<file path="src/logic/dvi_consts.svh">
// Video timing constants for the 640x480 at 60 Hz mode
// TMDS control words for the blanking periods
`ifndef DVI_CONSTS_SVH
`define DVI_CONSTS_SVH

// Horizontal timing in pixel clocks
// The sync pulse covers pixels 656 up to 751
`define H_ACTIVE     640
`define H_SYNC_START 656
`define H_SYNC_END   752
`define H_TOTAL      800

// Vertical timing in lines
// The sync pulse covers lines 490 and 491
`define V_ACTIVE     480
`define V_SYNC_START 490
`define V_SYNC_END   492
`define V_TOTAL      525

// Counters are divided by four to give the coarse pixel coordinate
`define COORD_SHIFT  2

// Control words sent during blanking, indexed by {vSync, hSync}
`define TMDS_CTRL_00 10'b1101010100
`define TMDS_CTRL_01 10'b0010101011
`define TMDS_CTRL_10 10'b0101010100
`define TMDS_CTRL_11 10'b1010101011

`endif

</file>
<file path="src/logic/dviPkg.sv">
// Shared types of the DVI transmitter
// Pixel, sync and symbol structs plus the encoder enums
`default_nettype none

package dviPkg;

   // One pixel at 8 bits per colour
   typedef struct packed {
      logic [7:0] red;
      logic [7:0] green;
      logic [7:0] blue;
   } rgb888T;

   // Display enable and both sync levels, all active high
   typedef struct packed {
      logic de;
      logic hSync;
      logic vSync;
   } syncT;

   // One 10-bit TMDS symbol for each channel
   typedef struct packed {
      logic [9:0] red;
      logic [9:0] green;
      logic [9:0] blue;
   } tmdsSymbolsT;

   // Symbol class chosen from the display enable
   typedef enum logic {
      modeControl,
      modeVideo
   } tmdsModeE;

   // The three DC-balance decisions of the second encoder stage
   // Neutral when nothing is to be corrected, Correct to invert, Keep to pass through
   typedef enum logic [1:0] {
      balNeutral,
      balCorrect,
      balKeep
   } balanceCaseE;

endpackage

`default_nettype wire

</file>
<file path="src/logic/videoTiming.sv">
// Raster timing generator for 640x480 at 60 Hz
// Pixel and line counters, registered sync and display enable, coarse coordinates
// and the start-of-frame strobe
`timescale 1ns/100ps
`default_nettype none

`include "dvi_consts.svh"

module videoTiming import dviPkg::*; (
   input  logic       pixclk,
   input  logic       arstN,
   output syncT       sync,
   output logic [7:0] x,
   output logic [7:0] y,
   output logic       newFrame
);

   // Last values before each counter wraps
   localparam logic [9:0] H_LAST = 10'(`H_TOTAL - 1);
   localparam logic [9:0] V_LAST = 10'(`V_TOTAL - 1);

   // Pixel position inside the line and line position inside the frame
   logic [9:0] hCount;
   logic [9:0] vCount;

   // Level decodes of the current counter position
   logic       inActive;
   logic       inHSync;
   logic       inVSync;
   logic       atOrigin;

   // The pixel counter runs every cycle and wraps after 800 pixels
   // The line counter moves on only when a line ends
   always_ff @(posedge pixclk or negedge arstN) begin
      if (!arstN) begin
         hCount <= '0;
         vCount <= '0;
      end else begin
         if (hCount == H_LAST) begin
            hCount <= '0;
            if (vCount == V_LAST) begin
               vCount <= '0;
            end else begin
               vCount <= vCount + 10'd1;
            end
         end else begin
            hCount <= hCount + 10'd1;
         end
      end
   end

   // Decode the ranges from the counters
   // Both sync windows end one position before their END constant
   assign inActive = (hCount < `H_ACTIVE) && (vCount < `V_ACTIVE);
   assign inHSync  = (hCount >= `H_SYNC_START) && (hCount < `H_SYNC_END);
   assign inVSync  = (vCount >= `V_SYNC_START) && (vCount < `V_SYNC_END);
   assign atOrigin = (hCount == 10'd0) && (vCount == 10'd0);

   // The sync levels and the frame strobe describe the counter value of the previous cycle
   // The colour register in the top level has the same one-cycle delay
   always_ff @(posedge pixclk or negedge arstN) begin
      if (!arstN) begin
         sync     <= '0;
         newFrame <= 1'b0;
      end else begin
         sync.de    <= inActive;
         sync.hSync <= inHSync;
         sync.vSync <= inVSync;
         newFrame   <= atOrigin;
      end
   end

   // Coarse coordinates go straight from the counters
   // The largest values are 199 and 131 so eight bits are enough
   assign x = 8'(hCount >> `COORD_SHIFT);
   assign y = 8'(vCount >> `COORD_SHIFT);

   // Neither counter may ever reach its total
   counterBounds: assert property (
      @(posedge pixclk) disable iff (!arstN)
      (hCount < `H_TOTAL) && (vCount < `V_TOTAL)
   ) else $error("Raster counter out of range h=%0d v=%0d", hCount, vCount);

endmodule

`default_nettype wire

</file>
<file path="src/logic/tmdsEncoder.sv">
// Single-channel TMDS encoder
// Transition minimisation, DC balance with a running disparity register,
// control words during blanking, and the checks on disparity and control symbols
`timescale 1ns/100ps
`default_nettype none

`include "dvi_consts.svh"

module tmdsEncoder import dviPkg::*; (
   input  logic       pixclk,
   input  logic       arstN,
   input  logic [7:0] videoData,
   input  logic [1:0] ctrlData,
   input  logic       de,
   output logic [9:0] symbol
);

   // Counts the ones in a byte
   function automatic logic [3:0] countOnes(input logic [7:0] value);
      logic [3:0] total;
      total = 4'd0;
      for (int i = 0; i < 8; i++) begin
         total = total + 4'(value[i]);
      end
      return total;
   endfunction

   // Ones in the input byte and choice of chaining
   logic [3:0]        onesIn;
   logic              useXnor;

   // Intermediate 9-bit word after stage one
   logic [8:0]        qm;
   logic [3:0]        onesQm;
   logic [3:0]        zerosQm;

   // Ones minus zeros of the intermediate byte, always even
   logic signed [5:0] qmBalance;

   // Running disparity, ones sent minus zeros sent
   logic signed [5:0] disparity;
   logic signed [5:0] nextDisparity;

   tmdsModeE          mode;
   balanceCaseE       balCase;
   logic [9:0]        videoSymbol;
   logic [9:0]        ctrlSymbol;

   // Stage one
   // A byte heavy in ones is chained with XNOR, the rest with XOR
   // Bit 8 tells the receiver which of the two was used
   assign onesIn  = countOnes(videoData);
   assign useXnor = (onesIn > 4'd4) || ((onesIn == 4'd4) && !videoData[0]);

   always_comb begin
      qm[0] = videoData[0];
      for (int i = 1; i < 8; i++) begin
         qm[i] = useXnor ? ~(qm[i-1] ^ videoData[i]) : (qm[i-1] ^ videoData[i]);
      end
      qm[8] = ~useXnor;
   end

   assign onesQm    = countOnes(qm[7:0]);
   assign zerosQm   = 4'd8 - onesQm;
   assign qmBalance = $signed({2'b00, onesQm}) - $signed({2'b00, zerosQm});

   // Stage two decision
   // With no history or a neutral word the choice follows bit 8
   // Invert when the word would push the disparity further the same way
   always_comb begin
      if ((disparity == 6'sd0) || (onesQm == zerosQm)) begin
         balCase = balNeutral;
      end else if (((disparity > 6'sd0) && (onesQm > zerosQm)) ||
                   ((disparity < 6'sd0) && (zerosQm > onesQm))) begin
         balCase = balCorrect;
      end else begin
         balCase = balKeep;
      end
   end

   // Build the video symbol and the disparity it leaves behind
   // Bit 9 marks an inverted data byte
   always_comb begin
      case (balCase)
         balNeutral: begin
            videoSymbol   = {~qm[8], qm[8], qm[8] ? qm[7:0] : ~qm[7:0]};
            nextDisparity = qm[8] ? (disparity + qmBalance) : (disparity - qmBalance);
         end
         balCorrect: begin
            videoSymbol   = {1'b1, qm[8], ~qm[7:0]};
            nextDisparity = disparity - qmBalance + (qm[8] ? 6'sd2 : 6'sd0);
         end
         default: begin
            videoSymbol   = {1'b0, qm[8], qm[7:0]};
            nextDisparity = disparity + qmBalance - (qm[8] ? 6'sd0 : 6'sd2);
         end
      endcase
   end

   // Control word for blanking, picked by the two control bits
   always_comb begin
      case (ctrlData)
         2'b00:   ctrlSymbol = `TMDS_CTRL_00;
         2'b01:   ctrlSymbol = `TMDS_CTRL_01;
         2'b10:   ctrlSymbol = `TMDS_CTRL_10;
         default: ctrlSymbol = `TMDS_CTRL_11;
      endcase
   end

   assign mode = de ? modeVideo : modeControl;

   // One register stage for the symbol
   // Blanking clears the disparity so every active line starts balanced
   always_ff @(posedge pixclk or negedge arstN) begin
      if (!arstN) begin
         symbol    <= `TMDS_CTRL_00;
         disparity <= '0;
      end else begin
         if (mode == modeVideo) begin
            symbol    <= videoSymbol;
            disparity <= nextDisparity;
         end else begin
            symbol    <= ctrlSymbol;
            disparity <= '0;
         end
      end
   end

   // The disparity is a difference of two counts of ten bits and stays even and bounded
   disparityRange: assert property (
      @(posedge pixclk) disable iff (!arstN)
      !disparity[0] && (disparity <= 6'sd16) && (disparity >= -6'sd16)
   ) else $error("TMDS disparity out of range %0d", disparity);

   // A symbol taken during blanking is always one of the four control words
   blankingSymbol: assert property (
      @(posedge pixclk) disable iff (!arstN)
      $past(!de) |-> (symbol inside {`TMDS_CTRL_00, `TMDS_CTRL_01,
                                     `TMDS_CTRL_10, `TMDS_CTRL_11})
   ) else $error("Blanking symbol is not a control word %h", symbol);

endmodule

`default_nettype wire

</file>
<file path="src/logic/dviTransmitter.sv">
// Top level of the DVI transmitter front end
// Raster timing, RGB332 to RGB888 expansion and three TMDS channel encoders
// producing parallel 10-bit symbols for an external serializer
`timescale 1ns/100ps
`default_nettype none

module dviTransmitter import dviPkg::*; (
   input  logic        pixclk,
   input  logic        arstN,
   input  logic [7:0]  pixelData,
   output logic [7:0]  x,
   output logic [7:0]  y,
   output logic        newFrame,
   output tmdsSymbolsT tmdsSymbols
);

   // Sync levels for the pixel held in the colour register
   syncT       sync;

   // Expanded colour of the current pixel
   rgb888T     pixelRgb;

   // Symbols from the three encoders
   logic [9:0] redSymbol;
   logic [9:0] greenSymbol;
   logic [9:0] blueSymbol;

   // Control input of the blue channel
   logic [1:0] blueCtrl;

   // Raster timing
   // x and y come straight from the counters so the pixel source can answer
   // within the same cycle
   videoTiming timing_i (
      .pixclk   (pixclk),
      .arstN    (arstN),
      .sync     (sync),
      .x        (x),
      .y        (y),
      .newFrame (newFrame)
   );

   // Colour expansion from RGB332
   // Red and green keep three bits each, blue keeps two
   // The kept bits go to the top of each byte and the rest is zero
   // The register lines the colour up with the registered sync levels
   always_ff @(posedge pixclk) begin
      pixelRgb.red   <= {pixelData[7:5], 5'b0};
      pixelRgb.green <= {pixelData[4:2], 5'b0};
      pixelRgb.blue  <= {pixelData[1:0], 6'b0};
   end

   // Only blue carries the sync pulses in its control word
   assign blueCtrl = {sync.vSync, sync.hSync};

   // Red channel
   // Control input is tied low so blanking always sends the first control word
   tmdsEncoder redEnc_i (
      .pixclk    (pixclk),
      .arstN     (arstN),
      .videoData (pixelRgb.red),
      .ctrlData  (2'b00),
      .de        (sync.de),
      .symbol    (redSymbol)
   );

   // Green channel
   // Same as red, no control information here
   tmdsEncoder greenEnc_i (
      .pixclk    (pixclk),
      .arstN     (arstN),
      .videoData (pixelRgb.green),
      .ctrlData  (2'b00),
      .de        (sync.de),
      .symbol    (greenSymbol)
   );

   // Blue channel
   // Blanking sends the control word selected by vSync and hSync
   tmdsEncoder blueEnc_i (
      .pixclk    (pixclk),
      .arstN     (arstN),
      .videoData (pixelRgb.blue),
      .ctrlData  (blueCtrl),
      .de        (sync.de),
      .symbol    (blueSymbol)
   );

   // Gather the symbols for the serializer
   // Each symbol is two cycles behind the sampled byte and its sync levels
   assign tmdsSymbols.red   = redSymbol;
   assign tmdsSymbols.green = greenSymbol;
   assign tmdsSymbols.blue  = blueSymbol;

endmodule

`default_nettype wire

</file>
<file path="config.mk">
export PLATFORM = sky130hd
export DESIGN_NAME = dviTransmitter
export DESIGN_NICKNAME = d
export VERILOG_FILES = /design/src/logic/dviPkg.sv /design/src/logic/videoTiming.sv /design/src/logic/tmdsEncoder.sv /design/src/logic/dviTransmitter.sv
export VERILOG_INCLUDE_DIRS = /design/src /design/src/logic
export SDC_FILE = /design/constraint.sdc
export NUM_CORES = 1
export LEC_CHECK = 0
export BUFFER_PORTS_ARGS = -buffer_cell sky130_fd_sc_hd__buf_4
export CAP_MARGIN = 20
export CORE_ASPECT_RATIO = 1.5
export CORE_UTILIZATION = 40
export CTS_CLUSTER_DIAMETER = 120
export DETAILED_ROUTE_END_ITERATION = 7
export HOLD_SLACK_MARGIN = 0.05
export PLACE_DENSITY = 0.62
export SLEW_MARGIN = 20
export SYNTH_ARGS = -nofsm -noshare
export SYNTH_HDL_FRONTEND = slang
export SYNTH_SLANG_ARGS = --single-unit
</file>
<file path="constraint.sdc">
create_clock -name pixclk -period 5.9 [get_ports pixclk]
set_input_delay 0.59 -clock pixclk [delete_from_list [all_inputs] [get_ports pixclk]]
set_output_delay 0.59 -clock pixclk [all_outputs]
set_load 0.02 [all_outputs]
</file>
==> metrics.md, run 1 <==
| Metric | Value |
|---|---|
| Detailed-route vias per instance | `about 5.1` |
| WP data arrival | `roughly 4.4 ns` |
| HPWL after DPL | `7374 µm` |
| Number of diodes | `0` |
| Pins over their slew limit | `0` |
| Most frequent cell after synthesis | `dfrtp_1` |
| F_max | `241.6 MHz` |
| CP required | `roughly 6.2 ns` |
| Post-Syn Instances | `520` |
| Syn_nets | `approximately 580` |
| Largest cells by area after synthesis | `dfrtp_1, ha_1, dfstp_2` |
| Simple-gate share of the synthesized area | `17.50%` |
| Global-route wire length before repair | `around 17000 µm` |
| Number of port buffers | `56` |
| Gr ovfl total | `0` |
| Status | `complete, no violations` |
| Clock sink count | `69` |
| CTS tree | `built` |
| DIE AREA | `about 12000 µm²` |
| Setup_tns | `0 ns` |
| Worst-Margin Slew | `0.9318 ns` |
| FF-to-FF path depth | `18` |
| Largest area contributor in the netlist | `dfrtp_1` |
| Area growth syn-to-layout | `13.90%` |
| Crit path kind | `register to register` |
| CTS Buf Count | `9` |
| Antenna violations before repair | `0` |
| Synth top area share | `26.65%` |
| Die H | `around 140 µm` |
| Buffers and inverters on the worst path | `5` |
| DR iter-0 viols | `146` |
| Combinational Power Share | `a little over half` |
| DP Cell Count | `roughly 680` |
| Cell variety after synth | `64` |
| Compound-gate portion of the synthesized area | `11.60%` |
| Die X | `around 91 µm` |
| Final hold violations | `0` |
| Worst-path fanout max | `12` |
| Clk network pwr share | `21.3%` |
| Crit share post-route | `between 70% and 80%` |
| Final non-filler cell total | `700` |
| Postcts setup bufs | `0` |
| Warning count from the yosys run | `0` |
| Psw | `1.135 mW` |
| Ys async rst share | `about 88%` |
| Min-delay worst type | `input port to async pin` |
| DR WL/cell | `14.29 µm` |
| XOR/XNOR share of the synthesized area | `about a tenth` |
| Avg Inst Size Synth | `roughly 9 µm²` |
| # Max-Cap Violations | `0` |
| DRT Pass-1 Iters | `4` |
| Gr usage total | `17.42%` |
| Unrepaired setup endpoints after global routing | `no` |
| Cell family with most CP delay | `adder cells` |
| Starting density of the core | `a little over 40%` |
| Internal power | `1.620 mW` |
| Synth top cells by count | `dfrtp_1, ha_1, inv_1, nor2_1, nand2_1` |
| Area of the mapped netlist | `4790 µm²` |
| RePlAce Congestion | `0.8418` |
| Slowest cell on the critical path | `fa_1` |
| Post-route DRC | `0` |
| Max Root-Sink Buffers | `2` |
| CP Capture Type | `register` |
| I/O pin count | `57` |
| Post-Synth Adder-Cell Area | `around 14%` |
| Seq cells post-synth | `between 60 and 70` |
| Critical path startpoint category | `register` |
| Num rows | `48` |
| Largest family of logic cells by synthesized area | `simple AND/OR/NAND/NOR gates` |
| Reg power frac | `between 20% and 30%` |
| Final Net Count | `608` |
| Maximum VDD drop | `0.0001685 V` |
| Worst rel slew slack | `between 30% and 40%` |
| CP peak stage delay | `~0.42 ns` |
| Clock H-tree levels | `3` |
| Top FF cell, synth | `dfrtp_1` |
| Largest net degree at the start of global routing | `62` |
| Post-cts resize count | `0` |
| Sequential fraction of the synthesis area | `35.48%` |
| Layout cells sized above 1 | `17.64%` |
| Vias in the first global route | `between 3000 and 4000` |
| Clock transition at path regs | `0.06 ns` |
| Final Critical Period | `roughly 4.1 ns` |
| Power Dens Cells | `between 500 and 600 nW/µm²` |
| Setup-failing EPs final | `0` |
| Total Routed Length | `10000 µm` |
| Hold_buf cts | `0` |
| Antenna-violating nets left | `0` |
| Cell count along the critical path | `18` |
| Vias | `about 3600` |
| Leakage | `roughly 2.6 nW` |
| Root Buffer | `clkbuf_16` |
| Switching share of power | `41.19%` |
| Number of flops mapped to enable cells by yosys | `0` |
| Cell area after layout | `~5500 µm²` |
| Core area | `approximately 12000 µm²` |
| Cell Chain, Critical Path | `inv_1, ha_1, inv_1, ha_1, nand2_1, clkinv_1, nor2_1, a221o_1, inv_1, ha_1, inv_1, fa_1, xor2_1, nand3_1, mux2i_1, xnor2_1, nand4_1, o211ai_1` |
| Most used cell, CP | `inv_1` |
| Clk_skew | `0.007875 ns` |
| Worst skew pair latency | `between 0.3 and 0.4 ns` |
| Area of placed instances | `approximately 5000 µm²` |
| Post-synthesis mux area share | `around 1.7%` |
[per-layer routing]
metal | GRT usage, % | wire [µm] | up-vias
met3 | 3.356 | 489 | 23
met5 | 0 | 0 | -
met4 | 9.347 | 281 | 0
met2 | 31.94 | 5170 | 91
li1 | - | - | 1782
met1 | 18.81 | 4059 | 1684
[kinds of logic (layout without fill, tap and decap cells)]
logic type,Yosys count,after routing
AO/OA/AOI/OAI,84,84
buffers and inverters,90,120
adder cells (fa/ha/maj),53,53
AND/OR/NAND/NOR,161,161
flip-flops,69,69
multiplexers,8,8
XOR/XNOR,55,55
[layout by cell type (no fill, tap or decap), drive strengths merged, types with 3 or more instances in the layout]
cell type,synthesis,layout
o31a,3,3
inv,47,47
and3,6,6
nor2b,4,4
xor2,27,27
nor4,7,7
o21a,4,4
mux2i,7,7
and2,3,3
fa,3,3
clkbuf,9,9
xnor2,28,28
dfxtp,8,8
nor3,13,13
nor2,46,46
nand4,7,7
nand3,15,15
dfrtp,51,51
nand2b,9,9
buf,33,56
clkinv,1,6
o21ai,25,25
dfstp,10,10
nand2,37,37
a211oi,7,7
a21oi,20,20
ha,50,50
a21o,3,3
[state kept, by name, summed over array words and instances, names as in the netlist]
| name | flops |
|---|---|
| blueEnc_i.disparity | 5 |
| blueEnc_i.symbol | 6 |
| greenEnc_i.disparity | 6 |
| greenEnc_i.symbol | 7 |
| pixelRgb | 8 |
| redEnc_i.disparity | 6 |
| redEnc_i.symbol | 7 |
| timing_i.hCount | 10 |
| timing_i.newFrame | 1 |
| timing_i.sync | 3 |
| timing_i.vCount | 10 |
[worst register-to-register path, delay by kind of cell (launching register included)]
family	cells	cell delay [ns]
AOI/OAI and AO/OA	2	0.38
and+or+nand+nor	4	0.76
muxes	1	0.18
adders and majority gates	4	1.23
buffers and inverters	5	0.65
xor gates and xnor gates	2	0.50
DFF	1	0.35
[cell type report]
cell class,instances,area (µm²)
sequential,69,1699
tap,150,187.7
clock buffer,9,225.2
multi-input combinational,361,2643
clock inverter,7,100.1
fill,1085,6136
inverter,48,180.2
timing repair buffer,56,420.4
[path summary, 6_finish.rpt]
check                                      start                    end  slack, ns
setup / recovery                    pixelRgb[22]  redEnc_i.disparity[5]       1.76
hold / removal                             arstN     timing_i.hCount[2]       0.33
setup reg to reg                    pixelRgb[22]  redEnc_i.disparity[5]       1.76
hold reg to reg            redEnc_i.disparity[0]  redEnc_i.disparity[0]       0.49
max in group asynchronous                  arstN     redEnc_i.symbol[0]       5.07
min in group pixclk                 pixelData[3]           pixelRgb[14]       0.35
[metrics by stage]
step | util, % | setup slack, ns | hold WS (ns) | total power, mW
CTS | 47.06 | 1.775 | 0.3371 | 2.771
detailed placement | 44.26 | 1.793 | 0.4789 | 2.172
floorplan | - | 2.485 | 0.2944 | 1.836
finish | 47.06 | 1.762 | 0.3309 | 2.755
global route | 47.06 | 1.444 | 0.3389 | 2.977
global placement | 44.26 | 1.970 | 0.4811 | 2.141
[power groups by stage]
stage | registers, mW | clock network, mW | logic, mW
5_1_grt | 0.722 | 0.613 | 1.64
3_3_place_gp | 0.709 | 0 | 1.43
3_5_place_dp | 0.713 | 0 | 1.46
2_1_floorplan | 0.755 | 0 | 1.08
6_report | 0.703 | 0.586 | 1.47
4_1_cts | 0.706 | 0.598 | 1.47
Power figures use the tool's default switching activity.
==> run 2, diff against run 1 <==
Settings changed: PLACE_DENSITY 0.62 to 0.65.
Clock period 5.9 ns to 3.6 ns, I/O delays scaled along.
==> metrics.md, run 2 (synthesis results as in run 1) <==
| Metric | Value |
|---|---|
| Status | `complete, no violations` |
| Final Net Count | `615 (+1.2%)` |
| Vias | `3667 (+2.4%)` |
| # Max-Cap Violations | `0 (unchanged)` |
| Crit path kind | `register to register` |
| Cell Chain, Critical Path | `ha_1, ha_1, or3_1, nand3_1, ha_1, ha_2, a21o_1, a21oi_1, xor2_2, mux2_2, o21ai_0, a31oi_1` |
| Final non-filler cell total | `707 (+1.0%)` |
| RePlAce Congestion | `0.8983 (+6.7%)` |
| Worst rel slew slack | `48.61% (+13 points)` |
| Worst skew pair latency | `0.33 ns (about the same)` |
| Clock transition at path regs | `0.06 ns (about the same)` |
| Pins over their slew limit | `0 (unchanged)` |
| Number of diodes | `0 (unchanged)` |
| HPWL after DPL | `7602 µm (+3.1%)` |
| Antenna violations before repair | `0 (unchanged)` |
| I/O pin count | `57 (unchanged)` |
| Min-delay worst type | `input port to async pin` |
| Storage element area | `1700 µm² (about the same)` |
| Most common cell after layout, fill and taps aside | `buf_4` |
| Die H | `136.0 µm (unchanged)` |
| DRT Pass-1 Iters | `4 (unchanged)` |
| Layout cells sized above 1 | `21.54% (+3.9 points)` |
| Slowest cell on the critical path | `or3_1` |
| Worst-path fanout max | `5 (-7)` |
| Die X | `91.35 µm (unchanged)` |
| F_max | `291.9 MHz (+21%)` |
| CTS Buf Count | `9 (unchanged)` |
| Leakage | `2.644 nW (+1.7%)` |
| Clock H-tree levels | `3 (unchanged)` |
| Most used cell, CP | `ha_1` |
| Starting density of the core | `41.32% (unchanged)` |
| Vias in the first global route | `3810 (+2.2%)` |
| Largest net degree at the start of global routing | `62 (unchanged)` |
| Worst-Margin Slew | `0.7709 ns (-0.1609 ns)` |
| CP required | `3.78 ns (-2.37 ns)` |
| Total Routed Length | `10370 µm (+3.7%)` |
| Power Dens Cells | `828.0 nW/µm² (+64%)` |
| Setup crit start | `pixelRgb[13]` |
| Setup_tns | `0 ns (unchanged)` |
| Gr usage total | `17.65% (+0.23 points)` |
| Critical path startpoint category | `register` |
| CTS tree | `built` |
| DR iter-0 viols | `119 (-18%)` |
| DP Cell Count | `690 (+0.88%)` |
| Number of port buffers | `56 (unchanged)` |
| Gr ovfl total | `0 (unchanged)` |
| Crit share post-route | `95.17% (+25 points)` |
| Clock sink count | `69 (unchanged)` |
| DIE AREA | `12420 µm² (unchanged)` |
| WP data arrival | `3.61 ns (-0.78 ns)` |
| Core area | `11590 µm² (unchanged)` |
| Maximum VDD drop | `0.0003015 V (+79%)` |
| Final hold violations | `0 (unchanged)` |
| Highest-count cells in the layout ignoring fill and taps | `buf_4, dfrtp_1, inv_1, nor2_1, ha_1` |
| Post-route DRC | `0 (unchanged)` |
| Worst r2r src | `pixelRgb[13]` |
| Antenna-violating nets left | `0 (unchanged)` |
| Multi-input combinational cell area | `2760 µm² (+4.5%)` |
| CP Capture Type | `register` |
| DR WL/cell | `14.67 µm (+2.7%)` |
| Biggest regs | `timing_i.hCount: 10 flops, timing_i.vCount: 10 flops, pixelRgb: 8 flops` |
| Detailed-route vias per instance | `5.187 (+1.4%)` |
| Filler instances | `1071 (-1.3%)` |
| Setup-failing EPs final | `0 (unchanged)` |
| Root Buffer | `clkbuf_16` |
| CP peak stage delay | `0.36 ns (-0.06 ns)` |
| Final Power | `4.666 mW (+69%)` |
| Area growth syn-to-layout | `17.66%` |
| Final Critical Period | `3.426 ns (-0.7123 ns)` |
| Clk_skew | `0.004358 ns (-0.003517 ns)` |
| Max Root-Sink Buffers | `2 (unchanged)` |
| Hold slack | `0.1001 ns (-0.2309 ns)` |
| Global-route wire length before repair | `17490 µm (+2.0%)` |
| Num rows | `48 (unchanged)` |
## run 2: where the power goes
group / total, mW / leakage, nW / internal [mW] / switching (mW)
Combinational: 2.52 / 1.67 / 1.13 / 1.40
Clock: 0.979 / 0.162 / 0.645 / 0.334
Sequential: 1.17 / 0.814 / 1.00 / 0.164
Total: 4.67 / 2.64 / 2.77 / 1.89
## run 2: stage by stage
step                      setup WS, ns  instance area (µm²)  utilization (%)
after floorplan                 0.1845                 4790                -
after global placement          0.1719                 5175            44.65
after detailed placement       0.08220                 5175            44.65
after CTS                      0.03046                 5509            47.53
after global routing          -0.01568                 5635            48.62
final                           0.1739                 5635            48.62
## run 2: cell type report
type | instances | share of cell area (%)
repair buffers | 63 | 8.393
clock inverters | 5 | 1.443
clock buffers | 11 | 4.485
well taps | 150 | 3.330
flip-flops and latches | 69 | 30.17
inverters | 48 | 3.197
multi-input cells | 361 | 48.98
## run 2: critical path: cells and delay by family (launching register included)
family,cells,cell delay (ns)
mux,1,0.28
fa+ha+maj,4,1.30
compound gates,4,0.69
xor+xnor,1,0.15
simple gates,2,0.51
flops,1,0.35
## run 2: path summary, 6_finish.rpt
path	endpoint	slack, ns	cells past startpoint
max in group asynchronous	redEnc_i.disparity[4]	2.99	1
max	greenEnc_i.disparity[4]	0.17	12
min	timing_i.hCount[3]	0.10	1
min in group pixclk	pixelRgb[13]	0.13	1
min reg2reg	redEnc_i.disparity[0]	0.49	1
max reg2reg	greenEnc_i.disparity[4]	0.17	12
## run 2: timing repair
| item | 4_1_cts | 5_1_grt |
|---|---|---|
| gates resized for setup | 0 | 19 |
| endpoints found under the setup margin | 0 | 6 |
| hold buffers | 0 | 0 |
| buffers inserted | 0 | 1 |
## run 2: metal layers
| metal | GRT usage, % | wire [µm] | vias to the layer above | share of wire [%] |
|---|---|---|---|---|
| met5 | 0 | 0 | - | 0 |
| met4 | 7.407 | 205 | 0 | 2.0 |
| met3 | 3.188 | 372 | 20 | 3.6 |
| met2 | 33.88 | 5748 | 88 | 55 |
| met1 | 18.75 | 4048 | 1772 | 39 |
| li1 | - | - | 1787 | - |
==> run 3, diff against run 2 <==
--- a/config.mk
+++ b/config.mk
@@ -9,5 +9,4 @@
 export BUFFER_PORTS_ARGS = -buffer_cell sky130_fd_sc_hd__buf_4
 export CAP_MARGIN = 20
-export CORE_ASPECT_RATIO = 1.5
 export CORE_UTILIZATION = 40
 export CTS_CLUSTER_DIAMETER = 120
==> constraint.sdc (replaced) <==
create_clock -name pixclk -period 3.6 [get_ports pixclk]
set_input_delay 0.72 -clock pixclk [delete_from_list [all_inputs] [get_ports pixclk]]
set_output_delay 0.72 -clock pixclk [all_outputs]
set_load 0.02 [all_outputs]
==> metrics.md, run 3 (synthesis results as in run 1) <==
| Metric | Value |
|---|---|
| Worst skew pair latency | `0.34 ns (about the same)` |
| Unrepaired setup endpoints after global routing | `no` |
| Clock H-tree levels | `3 (unchanged)` |
| HPWL after DPL | `7129 µm (-6.2%)` |
| Failing checks | `design-rule violations` |
| DR iter-0 viols | `118 (-0.84%)` |
| F_max | `289.7 MHz (-0.74%)` |
| Number of diodes | `0 (unchanged)` |
| Gr usage total | `16.91% (-0.73 points)` |
| Antenna-violating nets left | `0 (unchanged)` |
| Global-route wire length before repair | `16680 µm (-4.7%)` |
| Num rows | `39 (-19%)` |
| Die H | `111.4 µm (-18%)` |
| Detailed-route vias per instance | `5.174 (-0.24%)` |
| Worst r2r dst | `greenEnc_i.disparity[4]` |
| Final Critical Period | `3.452 ns (+0.02559 ns)` |
| Post-route DRC | `10 (+10)` |
| Power Dens Cells | `834.1 nW/µm² (+0.74%)` |
| Min-delay worst type | `input port to async pin` |
| DIE AREA | `12420 µm² (about the same)` |
| Leakage | `2.655 nW (+0.44%)` |
| Most common cell after layout, fill and taps aside | `buf_4` |
| CTS Buf Count | `9 (unchanged)` |
| Total Routed Length | `9971 µm (-3.9%)` |
| FF-to-FF path depth | `13 (+1)` |
| Crit path kind | `register to register` |
| DR WL/cell | `14.22 µm (-3.1%)` |
| Largest net degree at the start of global routing | `62 (unchanged)` |
| Root Buffer | `clkbuf_16` |
| Critical path startpoint category | `register` |
| Worst reg2reg setup slack | `0.15 ns (-0.03 ns)` |
| CP required | `3.86 ns (+0.08 ns)` |
| I/O pin count | `57 (unchanged)` |
| Hold_buf cts | `0 (unchanged)` |
| CTS tree | `built` |
| Vias | `3627 (-1.1%)` |
| Layout cells sized above 1 | `21.86% (+0.32 points)` |
| RePlAce Congestion | `0.8752 (-2.6%)` |
| Maximum VDD drop | `0.0002906 V (-3.6%)` |
| Area growth syn-to-layout | `17.37%` |
| Clock transition at path regs | `0.06 ns (about the same)` |
| Setup crit start | `pixelRgb[13]` |
| DRT Pass-1 Iters | `6 (+2)` |
| Worst rel slew slack | `47.19% (-1.4 points)` |
| CP Capture Type | `register` |
| Clk_skew | `0.009665 ns (+0.005307 ns)` |
| Starting density of the core | `41.42% (+0.094 points)` |
| Crit share post-route | `95.88% (+0.71 points)` |
| Gr ovfl total | `0 (unchanged)` |
| Biggest regs | `timing_i.hCount: 10 flops, timing_i.vCount: 10 flops, pixelRgb: 8 flops` |
| Antenna violations before repair | `0 (unchanged)` |
| Clock sink count | `69 (unchanged)` |
| Highest-count cells in the layout ignoring fill and taps | `buf_4, dfrtp_1, ha_1, inv_1, nor2_1` |
| Hold slack | `0.4584 ns (+0.3583 ns)` |
| Number of port buffers | `56 (unchanged)` |
| Pins over their slew limit | `0 (unchanged)` |
| Vias in the first global route | `3650 (-4.2%)` |
| # Max-Cap Violations | `0 (unchanged)` |
| Status | `finished, violations left` |
| Worst r2r src | `pixelRgb[13]` |
| Worst-Margin Slew | `0.7922 ns (+0.02132 ns)` |
| Setup-failing EPs final | `0 (unchanged)` |
| Final hold violations | `0 (unchanged)` |
| Final Net Count | `616 (+0.16%)` |
| Die X | `111.4 µm (+22%)` |
| Worst-path fanout max | `5 (unchanged)` |
| Core area | `11560 µm² (-0.23%)` |
| Setup_tns | `0 ns (unchanged)` |
| Max Root-Sink Buffers | `2 (unchanged)` |
| WP data arrival | `3.71 ns (+0.10 ns)` |
run 3: cell types whose count changed in the layout (fill, tap and decap cells not counted), moves of 2 or more:
cell | previous run | this run
xor2_1 | 24 | 22
ha_4 | 3 | 1
xor2_2 | 3 | 5
ha_1 | 44 | 47
run 3: critical path, cell delays in order, from the launching register on:
cell and delay [ns]:
dfxtp_1 0.42, ha_1 0.30, ha_1 0.33, or3_1 0.35, nand3_1 0.14, ha_1 0.28, ha_1 0.38, a21o_1 0.22
a21oi_1 0.22, xor2_2 0.23, buf_4 0.15, xnor2_1 0.12, nand2_1 0.07, a31oi_1 0.17
run 3: through the flow:
stage / instance area, µm² / std cells / power, mW / setup slack [ns] / util (%)
2_1_floorplan: 4790 / 520 / 3.010 / 0.1845 / -
6_report: 5622 / 701 / 4.689 / 0.1483 / 48.61
3_3_place_gp: 5166 / 683 / 3.469 / 0.1890 / 44.67
4_1_cts: 5499 / 699 / 4.541 / 0.08258 / 47.55
3_5_place_dp: 5166 / 683 / 3.529 / 0.1107 / 44.67
5_1_grt: 5622 / 701 / 5.073 / 0.001449 / 48.61
run 3: how the worst max path moves through the flow:
stage	end	cells after the start	slack, ns
6_report	greenEnc_i.disparity[4]	13	0.15
5_1_grt	greenEnc_i.disparity[5]	12	0.001
4_1_cts	redEnc_i.disparity[4]	16	0.08
3_5_place_dp	redEnc_i.disparity[4]	16	0.11
3_3_place_gp	greenEnc_i.disparity[5]	13	0.19
2_1_floorplan	greenEnc_i.disparity[5]	15	0.18
run 3: area by class of cell:
type                       count  area [µm²]
multi-input combinational    361        2749
sequential                    69        1700
clock inverter                 6       93.84
clock buffer                  10       239.0
tap                          143       178.9
inverter                      48       180.2
timing repair buffer          64       480.5
fill                        1085        5943
run 3: timing repair:
item | 4_1_cts | 5_1_grt
resized for setup | 0 | 19
setup endpoints to repair | 0 | 5
buffers inserted | 0 | 2
run 3: power by group:
group / internal, mW / switching (mW) / total [mW] / leakage [nW]
registers: 1.00 / 0.153 / 1.15 / 0.814
clock network: 0.631 / 0.346 / 0.977 / 0.160
logic: 1.15 / 1.40 / 2.56 / 1.68
run 3: layer usage:
layer,vias to the layer above,GRT usage [%],routed length [µm]
li1,1787,-,-
met1,1746,19.76,4337
met2,74,28.79,5038
met3,20,4.682,412
met4,0,7.928,182
met5,-,0,0
